`src/design/alu_pkg.sv`:
```
`default_nettype none

package alu_pkg;

   // operand and result width
   localparam int DATA_WIDTH = 16;

   // queue sizes in entries
   localparam int CMD_DEPTH = 4;
   localparam int RES_DEPTH = 4;

   typedef enum logic [1:0] {
      OP_ADD = 2'd0,
      OP_SUB = 2'd1,
      OP_MUL = 2'd2,
      OP_DIV = 2'd3
   } alu_op_e;

   // one queued operation, 34 bits
   typedef struct packed {
      alu_op_e                      op;
      logic signed [DATA_WIDTH-1:0] a;
      logic signed [DATA_WIDTH-1:0] b;
   } alu_cmd_t;

   // one finished operation, 18 bits
   // q is meaningless when either flag is set
   typedef struct packed {
      logic signed [DATA_WIDTH-1:0] q;
      logic                         ovf;
      logic                         div_zero;
   } alu_result_t;

endpackage

`default_nettype wire

```
`src/design/adder.sv`:
```
`default_nettype none

module adder (
   input  wire  signed [alu_pkg::DATA_WIDTH-1:0] i_a,
   input  wire  signed [alu_pkg::DATA_WIDTH-1:0] i_b,
   output wire  signed [alu_pkg::DATA_WIDTH-1:0] o_q,
   output wire                                   o_ovf
);

   wire sign_a;
   wire sign_b;
   wire sign_q;

   assign o_q = i_a + i_b;

   assign sign_a = i_a[alu_pkg::DATA_WIDTH-1];
   assign sign_b = i_b[alu_pkg::DATA_WIDTH-1];
   assign sign_q = o_q[alu_pkg::DATA_WIDTH-1];

   // like-signed operands giving a result of the other sign
   assign o_ovf = (sign_a == sign_b) && (sign_q != sign_a);

endmodule

`default_nettype wire

```
`src/design/alu_top.sv`:
```
`default_nettype none

module alu_top (
   input  wire                    i_clk,
   input  wire                    i_nrst,
   input  wire                    i_cmd_push,
   input  wire alu_pkg::alu_cmd_t i_cmd,
   output logic                   o_cmd_full,
   output logic                   o_res_valid,
   output alu_pkg::alu_result_t   o_res,
   input  wire                    i_res_pop
);

   alu_pkg::alu_cmd_t                    head_cmd;
   alu_pkg::alu_cmd_t                    issue_cmd;
   alu_pkg::alu_result_t                 alu_res;
   logic                                 cmd_empty;
   logic                                 res_empty;
   logic                                 res_full;
   logic                                 issue;
   logic                                 issue_vld;
   logic [3:0]                           strobe;
   logic signed [alu_pkg::DATA_WIDTH-1:0] alu_q;
   logic                                 alu_ovf;
   logic                                 alu_div_zero;
   logic                                 alu_accept;
   logic                                 alu_busy;

   sync_fifo #(
      .T_DATA (alu_pkg::alu_cmd_t),
      .DEPTH  (alu_pkg::CMD_DEPTH)
   ) u_cmd_fifo (
      .i_clk   (i_clk),
      .i_nrst  (i_nrst),
      .i_push  (i_cmd_push),
      .i_data  (i_cmd),
      .i_pop   (issue),
      .o_data  (head_cmd),
      .o_empty (cmd_empty),
      .o_full  (o_cmd_full)
   );

   // one operation in flight, so free space now still holds at accept
   assign issue = ~cmd_empty & ~alu_busy & ~res_full & ~issue_vld;

   always_ff @(posedge i_clk or negedge i_nrst) begin
      if (!i_nrst) begin
         issue_vld <= 1'b0;
      end else begin
         issue_vld <= issue;
      end
   end

   always_ff @(posedge i_clk) begin
      if (issue) begin
         issue_cmd <= head_cmd;
      end
   end

   // op code to one-hot strobe, add sub mul div from bit 0 up
   always_comb begin
      strobe = '0;
      if (issue_vld) begin
         case (issue_cmd.op)
            alu_pkg::OP_ADD: strobe[0] = 1'b1;
            alu_pkg::OP_SUB: strobe[1] = 1'b1;
            alu_pkg::OP_MUL: strobe[2] = 1'b1;
            alu_pkg::OP_DIV: strobe[3] = 1'b1;
            default:         strobe    = '0;
         endcase
      end
   end

   sequential_alu u_alu (
      .i_clk      (i_clk),
      .i_nrst     (i_nrst),
      .i_a        (issue_cmd.a),
      .i_b        (issue_cmd.b),
      .i_add      (strobe[0]),
      .i_sub      (strobe[1]),
      .i_mul      (strobe[2]),
      .i_div      (strobe[3]),
      .o_q        (alu_q),
      .o_ovf      (alu_ovf),
      .o_div_zero (alu_div_zero),
      .o_accept   (alu_accept),
      .o_busy     (alu_busy)
   );

   assign alu_res = '{q: alu_q, ovf: alu_ovf, div_zero: alu_div_zero};

   sync_fifo #(
      .T_DATA (alu_pkg::alu_result_t),
      .DEPTH  (alu_pkg::RES_DEPTH)
   ) u_res_fifo (
      .i_clk   (i_clk),
      .i_nrst  (i_nrst),
      .i_push  (alu_accept),
      .i_data  (alu_res),
      .i_pop   (i_res_pop),
      .o_data  (o_res),
      .o_empty (res_empty),
      .o_full  (res_full)
   );

   assign o_res_valid = ~res_empty;

endmodule

`default_nettype wire

```
`src/design/sequential_alu.sv`:
```
`default_nettype none

module sequential_alu (
   input  wire                                   i_clk,
   input  wire                                   i_nrst,
   input  wire  signed [alu_pkg::DATA_WIDTH-1:0] i_a,
   input  wire  signed [alu_pkg::DATA_WIDTH-1:0] i_b,
   input  wire                                   i_add,
   input  wire                                   i_sub,
   input  wire                                   i_mul,
   input  wire                                   i_div,
   output logic signed [alu_pkg::DATA_WIDTH-1:0] o_q,
   output logic                                  o_ovf,
   output logic                                  o_div_zero,
   output logic                                  o_accept,
   output logic                                  o_busy
);

   typedef logic signed [alu_pkg::DATA_WIDTH-1:0] word_t;

   typedef enum logic [2:0] {
      ST_IDLE,
      ST_SIGN_B,
      ST_SIGN_Q,
      ST_MUL,
      ST_DIV_SHIFT,
      ST_DIV_COMPARE,
      ST_DIV_COUNT
   } state_e;

   state_e state;

   // multiplier or dividend magnitude
   word_t  opa;
   // multiplicand or divisor magnitude
   word_t  opb;
   word_t  rem;
   word_t  cnt;
   logic   neg;
   logic   is_mul;

   word_t  add_a;
   word_t  add_b;
   word_t  add_q;
   logic   add_ovf;

   logic   sign_a;
   logic   sign_b;
   logic   mul_ovf;
   logic   mul_last;
   logic   div_ge;
   logic   cnt_last;

   assign sign_a = i_a[alu_pkg::DATA_WIDTH-1];
   assign sign_b = i_b[alu_pkg::DATA_WIDTH-1];

   // a shifted multiplicand past the sign bit with multiplier bits left
   assign mul_ovf  = (opb[alu_pkg::DATA_WIDTH-1] & (opa != '0)) | (opa[0] & add_ovf);
   assign mul_last = (opa[alu_pkg::DATA_WIDTH-1:1] == '0);

   // adder holds ~(rem - opb), so a set sign bit means rem >= opb
   assign div_ge   = add_q[alu_pkg::DATA_WIDTH-1];
   assign cnt_last = (cnt == word_t'(alu_pkg::DATA_WIDTH - 1));

   assign o_busy = (state != ST_IDLE) | o_accept;

   // operand steering for the one shared adder
   always_comb begin
      add_a = opa;
      add_b = word_t'(1);
      case (state)
         ST_IDLE: begin
            if (i_add) begin
               add_a = i_a;
               add_b = i_b;
            end else if (i_sub) begin
               // a - b computed as ~(~a + b)
               add_a = ~i_a;
               add_b = i_b;
            end else if (sign_a) begin
               add_a = ~i_a;
            end else begin
               add_a = ~i_b;
            end
         end
         ST_SIGN_B:      add_a = ~opb;
         ST_SIGN_Q:      add_a = ~o_q;
         ST_MUL: begin
            add_a = o_q;
            add_b = opb;
         end
         ST_DIV_COMPARE: begin
            add_a = ~rem;
            add_b = opb;
         end
         ST_DIV_COUNT:   add_a = cnt;
         default:        add_a = opa;
      endcase
   end

   adder u_adder (
      .i_a   (add_a),
      .i_b   (add_b),
      .o_q   (add_q),
      .o_ovf (add_ovf)
   );

   always_ff @(posedge i_clk or negedge i_nrst) begin
      if (!i_nrst) begin
         state      <= ST_IDLE;
         o_q        <= '0;
         o_ovf      <= 1'b0;
         o_div_zero <= 1'b0;
         o_accept   <= 1'b0;
         opa        <= '0;
         opb        <= '0;
         rem        <= '0;
         cnt        <= '0;
         neg        <= 1'b0;
         is_mul     <= 1'b0;
      end else begin
         o_accept   <= 1'b0;
         o_ovf      <= 1'b0;
         o_div_zero <= 1'b0;
         case (state)
            ST_IDLE: begin
               if (i_add | i_sub) begin
                  o_q      <= i_add ? add_q : ~add_q;
                  o_ovf    <= add_ovf;
                  o_accept <= 1'b1;
               end else if (i_div & (i_b == '0)) begin
                  o_q        <= '0;
                  o_div_zero <= 1'b1;
                  o_accept   <= 1'b1;
               end else if (i_mul | i_div) begin
                  o_q    <= '0;
                  rem    <= '0;
                  cnt    <= '0;
                  opa    <= sign_a ? add_q : i_a;
                  opb    <= (sign_b & ~sign_a) ? add_q : i_b;
                  neg    <= sign_a ^ sign_b;
                  is_mul <= i_mul;
                  // negating the most negative value has no magnitude
                  if ((sign_a | sign_b) & add_ovf) begin
                     o_ovf    <= 1'b1;
                     o_accept <= 1'b1;
                  end else if (sign_a & sign_b) begin
                     state <= ST_SIGN_B;
                  end else begin
                     state <= i_mul ? ST_MUL : ST_DIV_SHIFT;
                  end
               end
            end
            ST_SIGN_B: begin
               opb <= add_q;
               if (add_ovf) begin
                  o_ovf    <= 1'b1;
                  o_accept <= 1'b1;
                  state    <= ST_IDLE;
               end else begin
                  state <= is_mul ? ST_MUL : ST_DIV_SHIFT;
               end
            end
            ST_SIGN_Q: begin
               o_q      <= add_q;
               o_accept <= 1'b1;
               state    <= ST_IDLE;
            end
            ST_MUL: begin
               if (mul_ovf) begin
                  o_ovf    <= 1'b1;
                  o_accept <= 1'b1;
                  state    <= ST_IDLE;
               end else begin
                  if (opa[0]) begin
                     o_q <= add_q;
                  end
                  opa <= opa >> 1;
                  opb <= opb << 1;
                  if (mul_last) begin
                     if (neg) begin
                        state <= ST_SIGN_Q;
                     end else begin
                        o_accept <= 1'b1;
                        state    <= ST_IDLE;
                     end
                  end
               end
            end
            ST_DIV_SHIFT: begin
               rem   <= {rem[alu_pkg::DATA_WIDTH-2:0], opa[alu_pkg::DATA_WIDTH-1]};
               opa   <= opa << 1;
               state <= ST_DIV_COMPARE;
            end
            ST_DIV_COMPARE: begin
               // restore by simply keeping the old remainder
               if (div_ge) begin
                  rem <= ~add_q;
               end
               o_q   <= {o_q[alu_pkg::DATA_WIDTH-2:0], div_ge};
               state <= ST_DIV_COUNT;
            end
            ST_DIV_COUNT: begin
               if (cnt_last) begin
                  if (neg) begin
                     state <= ST_SIGN_Q;
                  end else begin
                     o_accept <= 1'b1;
                     state    <= ST_IDLE;
                  end
               end else begin
                  cnt   <= add_q;
                  state <= ST_DIV_SHIFT;
               end
            end
            default: state <= ST_IDLE;
         endcase
      end
   end

   // the issuing logic upstream must keep strobes one-hot
   a_one_strobe: assert property (@(posedge i_clk) disable iff (!i_nrst)
      $onehot0({i_add, i_sub, i_mul, i_div}))
      else $error("sequential_alu: several operation strobes in one cycle");

   a_no_strobe_busy: assert property (@(posedge i_clk) disable iff (!i_nrst)
      o_busy |-> !(i_add | i_sub | i_mul | i_div))
      else $error("sequential_alu: operation strobe while busy");

   a_accept_pulse: assert property (@(posedge i_clk) disable iff (!i_nrst)
      o_accept |=> !o_accept)
      else $error("sequential_alu: accept held for two cycles");

endmodule

`default_nettype wire

```
`src/design/sync_fifo.sv`:
```
`default_nettype none

module sync_fifo #(
   parameter type T_DATA = logic,
   parameter int  DEPTH  = 4
) (
   input  wire        i_clk,
   input  wire        i_nrst,
   input  wire        i_push,
   input  wire T_DATA i_data,
   input  wire        i_pop,
   output T_DATA      o_data,
   output logic       o_empty,
   output logic       o_full
);

   typedef logic [$clog2(DEPTH)-1:0] ptr_t;
   typedef logic [$clog2(DEPTH):0]   cnt_t;

   T_DATA mem [DEPTH];
   ptr_t  wr_ptr;
   ptr_t  rd_ptr;
   cnt_t  count;
   logic  do_push;
   logic  do_pop;

   assign do_push = i_push & ~o_full;
   assign do_pop  = i_pop & ~o_empty;

   assign o_empty = (count == '0);
   assign o_full  = (count == cnt_t'(DEPTH));
   assign o_data  = mem[rd_ptr];

   always_ff @(posedge i_clk) begin
      if (do_push) begin
         mem[wr_ptr] <= i_data;
      end
   end

   always_ff @(posedge i_clk or negedge i_nrst) begin
      if (!i_nrst) begin
         wr_ptr <= '0;
         rd_ptr <= '0;
         count  <= '0;
      end else begin
         // pointers wrap at DEPTH so any depth works
         if (do_push) begin
            wr_ptr <= (wr_ptr == ptr_t'(DEPTH - 1)) ? '0 : wr_ptr + ptr_t'(1);
         end
         if (do_pop) begin
            rd_ptr <= (rd_ptr == ptr_t'(DEPTH - 1)) ? '0 : rd_ptr + ptr_t'(1);
         end
         case ({do_push, do_pop})
            2'b10:   count <= count + cnt_t'(1);
            2'b01:   count <= count - cnt_t'(1);
            default: count <= count;
         endcase
      end
   end

   a_no_overflow: assert property (@(posedge i_clk) disable iff (!i_nrst)
      i_push |-> !o_full)
      else $error("sync_fifo: push while full");

   a_no_underflow: assert property (@(posedge i_clk) disable iff (!i_nrst)
      i_pop |-> !o_empty)
      else $error("sync_fifo: pop while empty");

endmodule

`default_nettype wire

```
`config.mk`:
```
export PLATFORM = sky130hd
export DESIGN_NAME = alu_top
export DESIGN_NICKNAME = d
export VERILOG_FILES = /design/src/design/alu_pkg.sv /design/src/design/adder.sv /design/src/design/alu_top.sv /design/src/design/sequential_alu.sv /design/src/design/sync_fifo.sv
export SDC_FILE = /design/constraint.sdc
export NUM_CORES = 1
export LEC_CHECK = 0
export BUFFER_PORTS_ARGS = -buffer_cell sky130_fd_sc_hd__clkbuf_2
export CAP_MARGIN = 10
export CORE_AREA = 2 2 145 289
export CTS_BUF_LIST = sky130_fd_sc_hd__clkbuf_8
export DETAILED_ROUTE_END_ITERATION = 12
export DIE_AREA = 0 0 147 291
export RECOVER_POWER = 25
export SKIP_CTS_REPAIR_TIMING = 1
export SYNTH_ARGS = -nofsm -noshare
export SYNTH_HDL_FRONTEND = slang
export SYNTH_SLANG_ARGS = --single-unit
```
`constraint.sdc`:
```
create_clock -name i_clk -period 7.3 [get_ports i_clk]
set_input_delay 1.46 -clock i_clk [delete_from_list [all_inputs] [get_ports i_clk]]
set_output_delay 1.46 -clock i_clk [all_outputs]
set_load 0.01 [all_outputs]
```
Word-level counts from Yosys, hierarchy flattened:

Memory sizes are Yosys's and may differ from the RTL's. A register that Yosys moved wholly into a read port is not among the register bits.
Index checks and enable logic that the tools add are counted.
W data, S select, Z words.

* register bits: 103
* RAM bits: 208
* output and inout port bits: 20
* logic and storage cells: 196
* memories: 2

Memories
* u_cmd_fifo.mem: words 4, bits a word 34, rd ports 1, clocked after Yosys merged registers in 1, wr ports 1, line sync_fifo.sv:20 `T_DATA mem [DEPTH];`
* u_res_fifo.mem: words 4, bits a word 18, rd ports 1, clocked after Yosys merged registers in 0, wr ports 1, line sync_fifo.sv:20

* add/subtract/negate cells: 9
* eq/ne operators: 32
* muxes and demuxes: 77
* bitwise gates (word level): 34
* reduce and logical (&&, ||, !) cells: 24

Operator list (number)
* $mux W16: 25
* $pmux W16 S3: 3
* $not A16 Y16: 6
* $pmux W16 S6: 1
* $pmux W16 S2: 2
* $pmux W16 S4: 1
* $mux W3: 11
* $reduce_and A5 Y1: 5
* $mux W1: 23
* $pmux W3 S6: 1
* $add A16 B16 Y16: 1
* $eq A16 B5 Y1 const B: 1
* $eq A2 B2 Y1 const B: 8
* $logic_not A16 Y1: 1
* $reduce_bool A16 Y1: 1
* $eq A3 B3 Y1 const B: 5
* $logic_not A15 Y1: 1
* $and A1 B1 Y1: 13
* $pmux W3 S2: 2
* $reduce_bool A3 Y1: 4
* $mux W2: 5
* $ne A2 B2 Y1 const B: 5
* $logic_not A3 Y1: 3
* $not A1 Y1: 9
* 22 further kinds: 39

Longest topological paths before layout:

* depth in word-level cells: 15
* mapped depth: 23
* mapped depth without buffers: 17

Modules after synthesis:

Synthesis repeated with hierarchy kept, for this count alone.

* cells, all modules: 1294
* area total of the unflattened synthesis: 17046.3 sq um

By module, submodules not included
* sequential_alu: instances 1, cells each 807, area an instance 6787.8 sq um, seq. area each 2202.1 sq um
* sync_fifo (u_cmd_fifo): instances 1, cells each 218, area an instance 5410.2 sq um, seq. area each 4259.1 sq um
* sync_fifo (u_res_fifo): instances 1, cells each 135, area an instance 3049.2 sq um, seq. area each 2337.2 sq um
* alu_top: instances 1, cells each 41, area an instance 1102.3 sq um, seq. area each 1046.0 sq um
* adder: instances 1, cells each 93, area an instance 696.9 sq um, seq. area each 0.0 sq um

Worst setup path before layout:

Ideal clock, no wire load.

* path kind: flip-flop to flip-flop
* start point: register issue_vld
* end point: register u_alu.opa[10]
* library setup time: 0.127 ns
* arrival time: 4.569 ns
* path slack: 2.603 ns
* cell stages (with the launch flop): 21
* cells stage by stage: dfrtp_1 buf_4 nand2b_1 clkbuf_1 mux2i_1 clkbuf_1 o32ai_1 a21oi_1 nor2_1 o22a_1 ha_1 a211oi_2 o21bai_1 o41ai_2 a31oi_1 or3_4 a311o_1 buf_4 o211ai_4 buf_6 mux2_1

* cells in the longest elaborated chain, start to end: 11

RTL lines
* start, declared: line alu_top.sv:21 `logic issue_vld;`
* start signal, assigned: line alu_top.sv:50 `issue_vld <= issue;`
* $mux W4 (*): line alu_top.sv:63 `if (issue_vld) begin`
* $mux W16: line sequential_alu.sv:76 `end else if (i_sub) begin`
* $mux W16: line sequential_alu.sv:73 `if (i_add) begin`
* $pmux W16 S6 or $pmux W16 S2 (tied branches): line sequential_alu.sv:71 `case (state)`
* $add A16 B16 Y16: line adder.sv:14 `assign o_q = i_a + i_b;`
* $ne A1 B1 Y1: line adder.sv:21 `assign o_ovf = (sign_a == sign_b) && (sign_q != sign_a);`
* $logic_and A1 B1 Y1: line adder.sv:21
* $and A1 B1 Y1: line sequential_alu.sv:58 `assign mul_ovf = (opb[alu_pkg::DATA_WIDTH-1] & (opa != '0)) | (opa[0] & add_ovf);`
* $or A1 B1 Y1: line sequential_alu.sv:58
* $ne A2 B2 Y1 (no source line)
* $reduce_and A5 Y1 (no source line)
* end signal, assigned: line sequential_alu.sv:139 `opa <= sign_a ? add_q : i_a;`
* end signal, assigned: line sequential_alu.sv:178 `opa <= opa >> 1;`
* end signal, assigned: line sequential_alu.sv:192 `opa <= opa << 1;`
* end, declared: line sequential_alu.sv:34 `word_t opa;`

Mark *: on every way between the ends. The rest lies on a longest branch, timed or not. The select of a mux whose other input is x is not followed.
A chain may end at the register's enable or synchronous reset.

Worst setup path after layout:

* start point: register issue_vld
* end point: register u_alu.opb[5]

* cells in the longest elaborated chain, start to end: 11

RTL lines
* $mux W4 (*): line alu_top.sv:63
* $mux W16: line sequential_alu.sv:76
* $mux W16: line sequential_alu.sv:73
* $pmux W16 S6 or $pmux W16 S2 (tied branches): line sequential_alu.sv:71
* $add A16 B16 Y16: line adder.sv:14
* $ne A1 B1 Y1: line adder.sv:21
* $logic_and A1 B1 Y1: line adder.sv:21
* $and A1 B1 Y1: line sequential_alu.sv:58
* $or A1 B1 Y1: line sequential_alu.sv:58
* $ne A2 B2 Y1 (no source line)
* $reduce_and A5 Y1 (no source line)
* end signal, assigned: line sequential_alu.sv:140 `opb <= (sign_b & ~sign_a) ? add_q : i_b;`
* end signal, assigned: line sequential_alu.sv:155 `opb <= add_q;`
* end signal, assigned: line sequential_alu.sv:179 `opb <= opb << 1;`
* end, declared: line sequential_alu.sv:36 `word_t opb;`

Marks and branches as above.

==> key figures <==
STA
  – Post-route minimum period: 6.09 ns
  – Final hold vios: 0
  – Max Clock Skew: 0.0449 ns
  – F_max: 164 MHz
  – Setup-failing EPs final: 0
  – Unrepaired setup endpoints after global routing: false
  – Worst-margin pin slew: 1.30 ns
  – Slew margin rel.: 13.0%
  – Fin crit share: 83.4%
  – Final Max Slew Viols: 0
  – Setup TNS: 0 ns

Detailed routing
  – Vias per cell: 6.00
  – Iteration-0 DRC Markers: 1150
  – Drt first pass iters: 6
  – Via Count: 11100
  – Wirelength, routed: 44600 µm
  – Final ANT Viol Nets: 0
  – Average wire per standard cell: 24.2 µm
  – DRC viols: 0

Status
  – Status: complete, no violations

Layout
  – Area grow syn2layout: 10.8%
  – Fin nets: 1343
  – Layout cells sized above 1: 16.8%
  – Most frequent cells in the layout: edfxtp_1, dfrtp_1, a21oi_1
  – Most common cell after layout, fill and taps aside: edfxtp_1

Clock tree
  – Reg clk slew, reported paths: 0.07 ns
  – CTS sink cnt: 345
  – Worst skew pair latency: 0.64 ns
  – Htree depth: 2
  – CTS Buf Count: 50
  – Worst-case clock buffer depth: 3
  – CTS tree: done
  – Clock tree root buffer cell: clkbuf_8

Min path
  – Hold Crit Class: register to register

Synthesis
  – EDFF count, synth: 242
  – Flops & latches, synth: 345
  – YS warnings: 0
  – Mapped Nets: 1282
  – Syn Std Cell Area: 16500 µm²
  – Post-synthesis async set-or-reset flop share: 29.9%
  – Ys flop type: edfxtp_1
  – Syn avg cell area: 13.6 µm²
  – Yosys cell types: 75
  – Mapped Cells: 1211
  – Sequential-to-total area share from yosys stat: 59.8%

Die
  – Initial core utilization: 40.5%
  – I/O Pins: 58
  – # rows: 105
  – Core footprint: 40700 µm²
  – Die X: 147 µm
  – Die Area: 42800 µm²
  – Die Ht: 291 µm

Global route
  – Grt peak-use layer: met2
  – Total track usage: 21.1%
  – Grt met2 use: 34.5%
  – Global-route wire length before repair: 68700 µm
  – Vias in the first global route: 11100
  – Met1 usage: 26.5%
  – Initial antenna violation count: 1
  – GR Overflow Total: 0
  – Pin count of the biggest net entering global routing: 67
  – Grt met3 use: 3.43%

Place
  – Routability Congestion: 1.01
  – # port buffers: 57
  – Post-DP HPWL: 30900 µm

Worst setup path
  – CP max FO: 20
  – Critical path type: register to register
  – WP data arrival: 6.57 ns
  – Slowest stage delay, CP: 0.91 ns
  – Critical Path, Cell by Cell: nand2b_1 > nor2_1 > a21o_1 > a22oi_1 > nor2_1 > o22a_1 > ha_1 > a211oi_2 > o21bai_1 > o41ai_2 > a31oi_1 > or3_4 > a311o_1 > and3_1 > mux2_1
  – CP max stage cell: nor2_1
  – Worst Path Required: 7.78 ns
  – Startpoint Class: register
  – CP endpoint kind: register
  – Critical Path Most Common Cell: nor2_1

Run
  – Max-cap violation count: 0
==> sequential cells by signal (all words and copies together) (netlist names), 16 cells and up <==
signal,count
u_alu.opb,16
u_alu.cnt,16
u_cmd_fifo.mem,136
u_alu.opa,16
u_alu.o_q,16
u_alu.rem,16
u_res_fifo.mem,72
issue_cmd,34
==> critical path: cells and delay by family (launching register included) <==
family / cells / cell delay (ns)
and+or+nand+nor: 5 / 2.48
DFF: 1 / 0.55
adders and majority gates: 1 / 0.25
AOI/OAI and AO/OA: 8 / 2.27
muxes: 1 / 0.39
==> through the flow <==
stage / instance area (µm²) / instances / util, % / setup slack (ns) / hold WS [ns]
after floorplan: 16500 / 1211 / - / 2.60 / 0.455
after global placement: 17300 / 1754 / 42.5 / 1.44 / 0.471
after detailed placement: 17300 / 1754 / 42.5 / 1.37 / 0.487
after CTS: 18300 / 1844 / 44.9 / 1.34 / 0.485
after global routing: 18200 / 1846 / 44.8 / 0.832 / 0.502
final: 18200 / 1847 / 44.8 / 1.21 / 0.480
==> area by class of cell <==
type,count,area (µm²)
flip-flops and latches,345,9850
well taps,535,669
repair buffers,88,485
multi-input cells,757,6160
diodes,2,5.00
clock inverters,37,239
inverters,30,113
clock buffers,53,729
fillers,3703,22500
==> metal layers <==
layer	up-vias	part of all wire, %
met2	532	49
met1	5504	39
met5	-	0
met4	0	6.2
li1	4883	-
met3	168	6.2
==> cell usage after synthesis (13+ instances only) <==
cell type	count	area share, %
edfxtp_1	242	44
dfrtp_1	103	16
a21oi_1	83	2.5
nand2_1	69	1.6
o21ai_0	64	1.9
nor2_1	61	1.4
clkbuf_1	55	1.3
mux4_2	52	7.1
ha_1	30	2.3
inv_1	28	0.64
mux2_1	28	1.9
a22o_1	27	1.4
mux2i_1	27	1.6
a22oi_1	20	0.91
xnor2_1	19	1.0
a21o_1	16	0.73
nor2b_1	16	0.61
o32ai_1	16	0.85
nor3_1	15	0.46
o22ai_1	15	0.57
o22a_1	13	0.69
xor2_1	13	0.69
==> worst paths after layout <==
| check | start | end | slack, ns | cells after the start |
|---|---|---|---|---|
| setup / recovery | issue_vld$_DFF_PN0_ | u_alu.opb[5]$_DFFE_PN0P_ | 1.21 | 15 |
| min in group asynchronous | i_nrst | u_alu.state[0]$_DFFE_PN0P_ | 0.80 | 1 |
| hold / removal | u_alu.o_div_zero$_DFF_PN0_ | u_res_fifo.mem[0][0]$_DFFE_PP_ | 0.48 | 0 |
| hold reg to reg | u_alu.o_div_zero$_DFF_PN0_ | u_res_fifo.mem[0][0]$_DFFE_PP_ | 0.48 | 0 |
| setup reg to reg | issue_vld$_DFF_PN0_ | u_alu.opb[5]$_DFFE_PN0P_ | 1.21 | 15 |
| max in group asynchronous | i_nrst | u_alu.opb[10]$_DFFE_PN0P_ | 5.20 | 2 |
==> kinds of logic after synthesis <==
group | count (synthesis) | share of synthesized area (%)
DFF | 345 | 59.8
muxes | 125 | 12.1
adders and majority gates | 33 | 2.64
buffers and inverters | 109 | 2.91
xor gates and xnor gates | 32 | 1.70
AOI/OAI and AO/OA | 346 | 14.4
and+or+nand+nor | 221 | 6.49
Power is left out: the tool's default activity adds up to more than one toggle a clock period on the data nets, which glitch-free logic cannot reach.
